[config.mk]
export PLATFORM = sky130hd
export DESIGN_NAME = sa_system
export DESIGN_NICKNAME = d
export VERILOG_FILES = /design/src/design/sa_types_pkg.sv /design/src/design/sp_cmd_pkg.sv /design/src/design/sa_drain.sv /design/src/design/sa_feed_skew.sv /design/src/design/sa_system.sv /design/src/design/sp_cmd_decode.sv /design/src/design/systolic_array.sv
export VERILOG_INCLUDE_DIRS = /design/src /design/src/design
export SDC_FILE = /design/constraint.sdc
export NUM_CORES = 2
export LEC_CHECK = 0
export BUFFER_PORTS_ARGS = -buffer_cell sky130_fd_sc_hd__clkbuf_2
export CAP_MARGIN = 10
export CORE_ASPECT_RATIO = 0.9
export CORE_MARGIN = 5
export CORE_UTILIZATION = 65
export CTS_CLUSTER_SIZE = 30
export DETAILED_ROUTE_END_ITERATION = 8
export PLACE_DENSITY = 0.87
export RECOVER_POWER = 50
export SLEW_MARGIN = 30
export SYNTH_ARGS = -nofsm -noshare
export SYNTH_HDL_FRONTEND = slang
export SYNTH_HIERARCHICAL = 1
export SYNTH_SLANG_ARGS = --single-unit
export TNS_END_PERCENT = 100
[constraint.sdc]
create_clock -name CLK -period 19.75 [get_ports CLK]
set_clock_uncertainty 0.2 [all_clocks]
set_input_delay 1.975 -clock CLK [delete_from_list [all_inputs] [get_ports CLK]]
set_output_delay 1.975 -clock CLK [all_outputs]
set_load 0.02 [all_outputs]
[src/design/sa_cfg.svh]
/*
  array and datapath sizes for the weight-stationary accelerator
  ARRAY_DIM must be 2 or more, since the weight row select needs a bit
  results wrap modulo 2**PSUM_W, and PSUM_W must exceed ELEM_W
*/
`ifndef SA_CFG_SVH
`define SA_CFG_SVH

// rows and columns of the MAC grid
`define ARRAY_DIM 4

// signed input and weight element width
`define ELEM_W 8

// signed partial sum / result width
`define PSUM_W 24

`endif

[src/design/sa_types_pkg.sv]
/*
  data types shared by the decode, skew, array and drain stages
  element 0 of every row sits in the low bits of the packed word
*/
`include "sa_cfg.svh"

package sa_types_pkg;

  // one signed operand
  typedef logic signed [`ELEM_W-1:0] elem_t;

  // one signed accumulator value
  typedef logic signed [`PSUM_W-1:0] psum_t;

  // weight row index
  typedef logic [$clog2(`ARRAY_DIM)-1:0] row_sel_t;

  // whole rows, element k at index k
  typedef elem_t [`ARRAY_DIM-1:0] elem_row_t;
  typedef psum_t [`ARRAY_DIM-1:0] psum_row_t;

  // decode to skew, one issued row with the bias it picked up
  typedef struct packed {
    logic      valid;
    elem_row_t x;
    psum_row_t bias;
  } feed_t;

  // weight write or clear, applied at the edge where it is seen
  typedef struct packed {
    logic                  en;
    row_sel_t              row_sel;
    elem_row_t             data;
    logic [`ARRAY_DIM-1:0] clear_mask;
  } wload_t;

endpackage

[src/design/sp_cmd_pkg.sv]
/*
  scratchpad command word
  op always sits in the top bits, so it can be read through either view
  codes 5 to 7 are reserved and rejected by decode
*/
`include "sa_cfg.svh"

package sp_cmd_pkg;

  typedef enum logic [2:0] {
    NOP    = 3'd0,
    LOAD_W = 3'd1,
    LOAD_B = 3'd2,
    ISSUE  = 3'd3,
    CLEAR  = 3'd4
  } opcode_e;

  // LOAD_W, LOAD_B and ISSUE
  typedef struct packed {
    opcode_e                 op;
    sa_types_pkg::row_sel_t  row_sel;
    sa_types_pkg::elem_row_t data;
  } row_cmd_t;

  // CLEAR, one mask bit per weight row
  // pad fills the word up to the row view width
  typedef struct packed {
    opcode_e                 op;
    logic [`ARRAY_DIM-1:0]   clear_mask;
    logic [$bits(sa_types_pkg::row_sel_t) + $bits(sa_types_pkg::elem_row_t)
           - `ARRAY_DIM - 1:0] pad;
  } ctl_cmd_t;

  // the same word, decoded by opcode
  typedef union packed {
    row_cmd_t row;
    ctl_cmd_t ctl;
  } sp_cmd_u;

endpackage

[src/design/sa_drain.sv]
/*
  output deskew and result register
  column j waits ARRAY_DIM-1-j cycles so all columns line up
  out_row holds the last result between strobes
*/
`timescale 1ns/1ps
`include "sa_cfg.svh"

module sa_drain (
  input  logic                    CLK,
  input  logic                    rst_n,
  input  sa_types_pkg::psum_row_t col_sum,
  input  logic [`ARRAY_DIM-1:0]   col_vld,
  output logic                    out_valid,
  output sa_types_pkg::psum_row_t out_row
);

  localparam int N = `ARRAY_DIM;

  sa_types_pkg::psum_row_t al_sum;
  logic [N-1:0] al_vld;

  for (genvar j = 0; j < N; j++) begin : g_col
    localparam int D = N - 1 - j;

    // last column already arrives aligned
    if (D == 0) begin : g_pass
      assign al_sum[j] = col_sum[j];
      assign al_vld[j] = col_vld[j];
    end else begin : g_dly
      sa_types_pkg::psum_t sd [D];
      logic [D-1:0] vd;

      always_ff @(posedge CLK) begin
        if (!rst_n) begin
          vd <= '0;
        end else begin
          vd[0] <= col_vld[j];
          for (int s = 1; s < D; s++) begin
            vd[s] <= vd[s-1];
          end
        end
      end

      always_ff @(posedge CLK) begin
        sd[0] <= col_sum[j];
        for (int s = 1; s < D; s++) begin
          sd[s] <= sd[s-1];
        end
      end

      assign al_sum[j] = sd[D-1];
      assign al_vld[j] = vd[D-1];
    end
  end

  // final stage
  always_ff @(posedge CLK) begin
    if (!rst_n) begin
      out_valid <= 1'b0;
    end else begin
      out_valid <= al_vld[0];
    end
  end

  always_ff @(posedge CLK) begin
    if (al_vld[0]) begin
      out_row <= al_sum;
    end
  end

  // skew and deskew must cancel for every column
  a_cols_aligned: assert property (@(posedge CLK) disable iff (!rst_n)
    (al_vld == '0) || (al_vld == '1));

endmodule

[src/design/sa_feed_skew.sv]
/*
  input and bias skew ahead of the array
  lane k is registered once, then delayed k more cycles
  x lane k feeds row k, bias lane k feeds column k
*/
`timescale 1ns/1ps
`include "sa_cfg.svh"

module sa_feed_skew (
  input  logic                    CLK,
  input  logic                    rst_n,
  input  sa_types_pkg::feed_t     feed,
  output sa_types_pkg::elem_row_t x_edge,
  output logic [`ARRAY_DIM-1:0]   x_vld,
  output sa_types_pkg::psum_row_t b_edge,
  output logic [`ARRAY_DIM-1:0]   b_vld
);

  for (genvar k = 0; k < `ARRAY_DIM; k++) begin : g_lane
    // k+1 deep lines, stage 0 is the common entry register
    sa_types_pkg::elem_t xd [k+1];
    sa_types_pkg::psum_t bd [k+1];
    logic [k:0] vd;

    // valid walks alongside its data so rows can overlap
    always_ff @(posedge CLK) begin
      if (!rst_n) begin
        vd <= '0;
      end else begin
        vd[0] <= feed.valid;
        for (int s = 1; s <= k; s++) begin
          vd[s] <= vd[s-1];
        end
      end
    end

    always_ff @(posedge CLK) begin
      xd[0] <= feed.x[k];
      bd[0] <= feed.bias[k];
      for (int s = 1; s <= k; s++) begin
        xd[s] <= xd[s-1];
        bd[s] <= bd[s-1];
      end
    end

    // row k and column k share the same diagonal
    assign x_edge[k] = xd[k];
    assign x_vld[k] = vd[k];
    assign b_edge[k] = bd[k];
    assign b_vld[k] = vd[k];
  end

endmodule

[src/design/sa_system.sv]
/*
  scratchpad command stream to systolic array, top level
  ISSUE sampled on one edge gives out_valid 2*ARRAY_DIM+1 edges later
  cmd_err pulses one edge after a refused command
*/
`timescale 1ns/1ps
`include "sa_cfg.svh"

module sa_system (
  input  logic                    CLK,
  input  logic                    rst_n,
  input  logic                    cmd_valid,
  input  sp_cmd_pkg::sp_cmd_u     cmd,
  output logic                    out_valid,
  output sa_types_pkg::psum_row_t out_row,
  output logic                    cmd_err
);

  sa_types_pkg::feed_t     feed;
  sa_types_pkg::wload_t    wload;
  sa_types_pkg::elem_row_t x_edge;
  sa_types_pkg::psum_row_t b_edge;
  sa_types_pkg::psum_row_t col_sum;
  logic [`ARRAY_DIM-1:0]   x_vld, b_vld, col_vld;

  // decode, then skew, grid and drain
  sp_cmd_decode dec0 (
    .CLK(CLK), .rst_n(rst_n), .cmd_valid(cmd_valid), .cmd(cmd),
    .feed(feed), .wload(wload), .cmd_err(cmd_err)
  );

  sa_feed_skew skew0 (
    .CLK(CLK), .rst_n(rst_n), .feed(feed),
    .x_edge(x_edge), .x_vld(x_vld), .b_edge(b_edge), .b_vld(b_vld)
  );

  systolic_array sa0 (
    .CLK(CLK), .rst_n(rst_n), .wload(wload),
    .x_edge(x_edge), .x_vld(x_vld), .b_edge(b_edge), .b_vld(b_vld),
    .col_sum(col_sum), .col_vld(col_vld)
  );

  sa_drain drain0 (
    .CLK(CLK), .rst_n(rst_n), .col_sum(col_sum), .col_vld(col_vld),
    .out_valid(out_valid), .out_row(out_row)
  );

endmodule

[src/design/sp_cmd_decode.sv]
/*
  command decode stage, all outputs registered
  a weight load or clear is refused while any issued row is in flight
  one command per cycle at most, no back-pressure
*/
`timescale 1ns/1ps
`include "sa_cfg.svh"

module sp_cmd_decode (
  input  logic                 CLK,
  input  logic                 rst_n,
  input  logic                 cmd_valid,
  input  sp_cmd_pkg::sp_cmd_u  cmd,
  output sa_types_pkg::feed_t  feed,
  output sa_types_pkg::wload_t wload,
  output logic                 cmd_err
);

  localparam int LAT = 2 * `ARRAY_DIM;
  localparam int CNT_W = $clog2(LAT + 1);

  logic do_issue, do_loadb, do_loadw, do_clear, bad_cmd, busy;
  logic [CNT_W-1:0] inflight_q;
  logic [LAT-1:0] issue_pipe;
  sa_types_pkg::psum_row_t bias_q;

  // registered outputs
  logic feed_vld_q;
  sa_types_pkg::elem_row_t feed_x_q;
  sa_types_pkg::psum_row_t feed_b_q;
  logic wl_en_q;
  logic [`ARRAY_DIM-1:0] wl_mask_q;
  sa_types_pkg::row_sel_t wl_row_q;
  sa_types_pkg::elem_row_t wl_data_q;

  assign busy = (inflight_q != '0);

  // op lives in the same bits in both views
  always_comb begin
    do_issue = 1'b0;
    do_loadb = 1'b0;
    do_loadw = 1'b0;
    do_clear = 1'b0;
    bad_cmd  = 1'b0;
    if (cmd_valid) begin
      case (cmd.row.op)
        sp_cmd_pkg::NOP: ;
        sp_cmd_pkg::LOAD_W: begin
          bad_cmd  = busy;
          do_loadw = !busy;
        end
        sp_cmd_pkg::LOAD_B: do_loadb = 1'b1;
        sp_cmd_pkg::ISSUE: do_issue = 1'b1;
        sp_cmd_pkg::CLEAR: begin
          bad_cmd  = busy;
          do_clear = !busy;
        end
        // reserved codes
        default: bad_cmd = 1'b1;
      endcase
    end
  end

  always_ff @(posedge CLK) begin
    if (!rst_n) begin
      feed_vld_q <= 1'b0;
      wl_en_q    <= 1'b0;
      wl_mask_q  <= '0;
      cmd_err    <= 1'b0;
      bias_q     <= '0;
      inflight_q <= '0;
      issue_pipe <= '0;
    end else begin
      feed_vld_q <= do_issue;
      wl_en_q    <= do_loadw;
      wl_mask_q  <= do_clear ? cmd.ctl.clear_mask : '0;
      cmd_err    <= bad_cmd;
      // row leaves the drain LAT cycles after it entered the count
      issue_pipe <= {issue_pipe[LAT-2:0], do_issue};
      inflight_q <= inflight_q + CNT_W'(do_issue) - CNT_W'(issue_pipe[LAT-1]);
      if (do_loadb) begin
        // sign extend each element into the accumulator width
        for (int k = 0; k < `ARRAY_DIM; k++) begin
          bias_q[k] <= {{(`PSUM_W - `ELEM_W){cmd.row.data[k][`ELEM_W-1]}}, cmd.row.data[k]};
        end
      end
    end
  end

  // payload
  always_ff @(posedge CLK) begin
    if (do_issue) begin
      feed_x_q <= cmd.row.data;
      feed_b_q <= bias_q;
    end
    if (do_loadw) begin
      wl_row_q  <= cmd.row.row_sel;
      wl_data_q <= cmd.row.data;
    end
  end

  assign feed.valid = feed_vld_q;
  assign feed.x = feed_x_q;
  assign feed.bias = feed_b_q;
  assign wload.en = wl_en_q;
  assign wload.row_sel = wl_row_q;
  assign wload.data = wl_data_q;
  assign wload.clear_mask = wl_mask_q;

  // an error and an accepted issue come from distinct commands
  a_err_vs_issue: assert property (@(posedge CLK) disable iff (!rst_n)
    !(cmd_err && feed.valid));

  // at most one issue per cycle over the pipeline latency
  a_inflight_max: assert property (@(posedge CLK) disable iff (!rst_n)
    inflight_q <= CNT_W'(LAT));

endmodule

[src/design/systolic_array.sv]
/*
  ARRAY_DIM x ARRAY_DIM weight-stationary MAC grid
  x moves right and partial sums move down, one cell per cycle
  sums wrap modulo 2**PSUM_W
  weights may only change while no row is inside the grid
*/
`timescale 1ns/1ps
`include "sa_cfg.svh"

module systolic_array (
  input  logic                    CLK,
  input  logic                    rst_n,
  input  sa_types_pkg::wload_t    wload,
  input  sa_types_pkg::elem_row_t x_edge,
  input  logic [`ARRAY_DIM-1:0]   x_vld,
  input  sa_types_pkg::psum_row_t b_edge,
  input  logic [`ARRAY_DIM-1:0]   b_vld,
  output sa_types_pkg::psum_row_t col_sum,
  output logic [`ARRAY_DIM-1:0]   col_vld
);

  localparam int N = `ARRAY_DIM;

  // one bit per cell, set while it holds live data
  logic [N*N-1:0] busy_vec;

  for (genvar i = 0; i < N; i++) begin : g_row
    for (genvar j = 0; j < N; j++) begin : g_col
      sa_types_pkg::elem_t w_q;
      sa_types_pkg::elem_t x_q;
      sa_types_pkg::elem_t x_in;
      sa_types_pkg::psum_t p_q;
      sa_types_pkg::psum_t p_in;
      logic xv_q, pv_q, xv_in, pv_in;

      // x from the west edge or the left neighbour
      if (j == 0) begin : g_west
        assign x_in = x_edge[i];
        assign xv_in = x_vld[i];
      end else begin : g_inner_x
        assign x_in = g_row[i].g_col[j-1].x_q;
        assign xv_in = g_row[i].g_col[j-1].xv_q;
      end

      // partial sum from the bias edge or the cell above
      if (i == 0) begin : g_north
        assign p_in = b_edge[j];
        assign pv_in = b_vld[j];
      end else begin : g_inner_p
        assign p_in = g_row[i-1].g_col[j].p_q;
        assign pv_in = g_row[i-1].g_col[j].pv_q;
      end

      // whole-row write wins over a clear of the same row
      always_ff @(posedge CLK) begin
        if (!rst_n) begin
          w_q <= '0;
        end else if (wload.en && wload.row_sel == i) begin
          w_q <= wload.data[j];
        end else if (wload.clear_mask[i]) begin
          w_q <= '0;
        end
      end

      always_ff @(posedge CLK) begin
        if (!rst_n) begin
          xv_q <= 1'b0;
          pv_q <= 1'b0;
        end else begin
          xv_q <= xv_in;
          pv_q <= pv_in & xv_in;
        end
      end

      // operands widen to PSUM_W signed before the multiply
      always_ff @(posedge CLK) begin
        x_q <= x_in;
        p_q <= p_in + x_in * w_q;
      end

      assign busy_vec[i*N+j] = xv_q | pv_q;

      if (i == N - 1) begin : g_south
        assign col_sum[j] = p_q;
        assign col_vld[j] = pv_q;
      end
    end
  end

  // decode holds weight traffic back until the grid has emptied
  a_wload_idle: assert property (@(posedge CLK) disable iff (!rst_n)
    (wload.en || (|wload.clear_mask)) |-> !(|busy_vec));

endmodule

==> metrics.yaml <==
routing:
  drt-total-wl_mm: 194
  firstDrtPassIters: 7
  drc: 0
  postRouteAntennaNets: 0
  viasPerCell: 5.25
  num_vias: 59800
  drt-initial-drc-count: 4031
  wl_per_cell_um: 17.1
cts:
  path_clk_slew_ns: 0.06
  clockRootBuffer: "clkbuf_16"
  max-clock-path-buffers: 3
  clk_latency_ns: 0.79
  cts_buffers: 136
  ctsHoldBuffers: 0
  cts.sink_count: 1328
  cts_tree: "done"
  post_cts_buffers: 0
  ctsResizeCount: 0
  h-tree-depth: 4
logic_synthesis:
  netlist_instances: 9263
  syn_avg_cell_area_sq_um: 10.7
  syn_nets: 11800
  syn_area_sq_mm: 0.0994
  yosys_warnings: 6
global_routing:
  grt_max_degree: 101
  antenna_found_initial: 10
  grt_pass1_wl_mm: 328
  grt_overflow: 0
  grt_pass1_vias: 65800
  grt.total_usage_pct: 24.9
timing:
  rsz0062_at_grt: "false"
  fin_setup_tns_ns: 0
  finalCriticalPeriod_ns: 6.88
  hold_viol: 0
  worst_pin_slew_ns: 1.84
  slew_headroom_pct: -22.5
  finalCritPeriodShare_pct: 34.8
  slew_violations: 37
  max_freq_mhz: 145
  setup-violations-final: 0
setup_path:
  worst_path_most_repeated_cell: "a21oi_1"
  critPathMaxStageDelay_ns: 0.53
  r2r_end: "sa0/g_row[0].g_col[1].p_q[23]"
  arrival_ns: 7.37
  cp_max_fo: 9
  rr_worst_depth: 28
  timing.critical_path.buf_inv: 4
  cp-start-kind: "flip-flop"
  crit_family: "adder cells"
  worst_path_max_delay_cell: "fa_1"
  critPathKind: "flip-flop to flip-flop"
  required_ns: 20.24
  reg2reg_slack_ns: 12.87
  crit_path_end_kind: "flip-flop"
  reg2reg_from: "sa0/g_row[0].g_col[0].x_q[5]"
  crit_end: "sa0/g_row[0].g_col[1].p_q[23]"
  cp_num_cells: 28
  crit_start: "sa0/g_row[0].g_col[0].x_q[5]"
placement:
  io_buffer_count: 137
  globalplace.congestion: 0.871
  dp_hpwl_mm: 153
pwr:
  peakVddDrop_v: 0.0000964
  power.density_mw_per_mm2: 60.7
  leakagePower_nw: 51.9
floorplanning:
  std_cell_rows: 136
  core_region_area_sq_mm: 0.152
  die_w_um: 422
  dieHeight_um: 381
  dieArea_sq_mm: 0.161
  initial_core_util_pct: 65.2
  pin_count: 138
layout:
  area_delta_synth_final_pct: 6.52
  utilization_pct: 69.5
  layout.nets: 11800
  drive_above_1_share_pct: 4.21
outcome:
  status: "finished with violations"
  violations: "capacitance limit, slew limit"
flow_run:
  drv.max_cap_violation_count: 1
worst_hold_path:
  hp-class: "flip-flop to flip-flop"
[sequential cells by signal, summed over array words and instances, names as in the netlist, 3 cells and up]
signal                 cells
sa0/g_row.g_col.p_q      384
skew0/g_lane.bd          240
drain0/g_col.g_dly.sd    144
sa0/g_row.g_col.w_q      128
drain0/out_row            96
sa0/g_row.g_col.x_q       96
skew0/g_lane.xd           80
dec0/feed                 64
dec0/bias_q               32
dec0/wload                32
dec0/issue_pipe            8
dec0/inflight_q            4
dec0/wl_mask_q             4
sa0/g_row.g_col.pv_q       4
skew0/g_lane.vd            4
drain0/g_col.g_dly.vd      3
[worst reg2reg max path: cells and delay by family, from the launching register on]
family,cells,cell delay (ns)
simple gates,4,0.51
buf+inv,4,0.20
xor+xnor,2,0.35
compound gates,12,2.45
fa+ha+maj,6,2.69
flops,1,0.40
[cell type report]
type / count / area (sq um)
clock inverter: 75 / 905
antenna: 4 / 10.0
inverter: 2204 / 8270
clock buffer: 175 / 3770
timing repair buffer: 150 / 761
fill: 10300 / 46500
sequential: 1328 / 28500
tap: 2001 / 2500
multi-input combinational: 5452 / 61200
[layout by cell type, fill, tap and decap left out, types with 11 or more instances in the layout]
| cell | instances |
|---|---|
| clkbuf_1 | 57 |
| inv_1 | 2203 |
| nor2b_1 | 159 |
| buf_4 | 12 |
| or3_1 | 16 |
| clkbuf_2 | 103 |
| xnor2_1 | 329 |
| dfxtp_1 | 1133 |
| o21ai_0 | 58 |
| nor2_1 | 113 |
| and2_1 | 463 |
| o21a_1 | 21 |
| ha_1 | 869 |
| and2_0 | 15 |
| nor3_1 | 62 |
| o2111ai_1 | 11 |
| nand2_2 | 15 |
| a31oi_1 | 14 |
| nand2b_1 | 125 |
| a211oi_1 | 15 |
| nand2_1 | 591 |
| clkbuf_16 | 142 |
| o21ai_1 | 54 |
| clkinv_4 | 12 |
| nor3b_1 | 113 |
| edfxtp_1 | 194 |
| and3_1 | 23 |
| fa_1 | 1617 |
| nand3_1 | 50 |
| a21o_1 | 87 |
| o21bai_1 | 49 |
| bufinv_16 | 11 |
| inv_6 | 12 |
| a21oi_1 | 349 |
| xor2_1 | 91 |
| a21boi_1 | 32 |
| clkinv_2 | 17 |
[routing by layer]
metal,vias to the layer above,wire (um),GRT usage (%)
met5,-,22,0
li1,27800,-,-
met1,29600,83000,34.2
met3,403,15800,5.61
met4,4,5380,7.52
met2,1943,90100,40.1
[stage by stage]
stage | instance area [sq um] | worst slack [ns] | instances | hold WS [ns] | total power [mW]
2_1_floorplan | 99400 | 13.52 | 9263 | 0.110 | 3.63
3_3_place_gp | 101000 | 13.02 | 11100 | 0.109 | 3.77
3_5_place_dp | 101000 | 12.88 | 11100 | 0.112 | 3.83
4_1_cts | 106000 | 12.88 | 11400 | 0.116 | 6.50
5_1_grt | 106000 | 12.49 | 11400 | 0.123 | 6.75
6_report | 106000 | 12.87 | 11400 | 0.116 | 6.43
[report_power, final]
part	total, mW	internal (mW)	switching [mW]	leakage, nW
combinational	0.765	0.318	0.447	38.4
sequential	3.02	2.94	0.0772	11.2
clock	2.65	1.52	1.13	2.27
[worst min-delay path by stage]
| stage | start | to | slack, ns | depth (start not counted) |
|---|---|---|---|---|
| floorplan | sa0/g_row[3].g_col[0].p_q[0] | drain0/g_col[0].g_dly.sd[0][0] | 0.11 | 0 |
| global placement | skew0/g_lane[3].bd[0][7] | skew0/g_lane[3].bd[1][7] | 0.11 | 0 |
| detailed placement | drain0/g_col[0].g_dly.sd[0][11] | drain0/g_col[0].g_dly.sd[1][11] | 0.11 | 0 |
| CTS | drain0/g_col[1].g_dly.sd[0][2] | drain0/g_col[1].g_dly.sd[1][2] | 0.12 | 0 |
| global route | drain0/g_col[0].g_dly.sd[1][16] | drain0/g_col[0].g_dly.sd[2][16] | 0.12 | 0 |
| finish | drain0/g_col[1].g_dly.sd[0][2] | drain0/g_col[1].g_dly.sd[1][2] | 0.12 | 0 |
No activity file was read; power rests on OpenSTA's default activity.
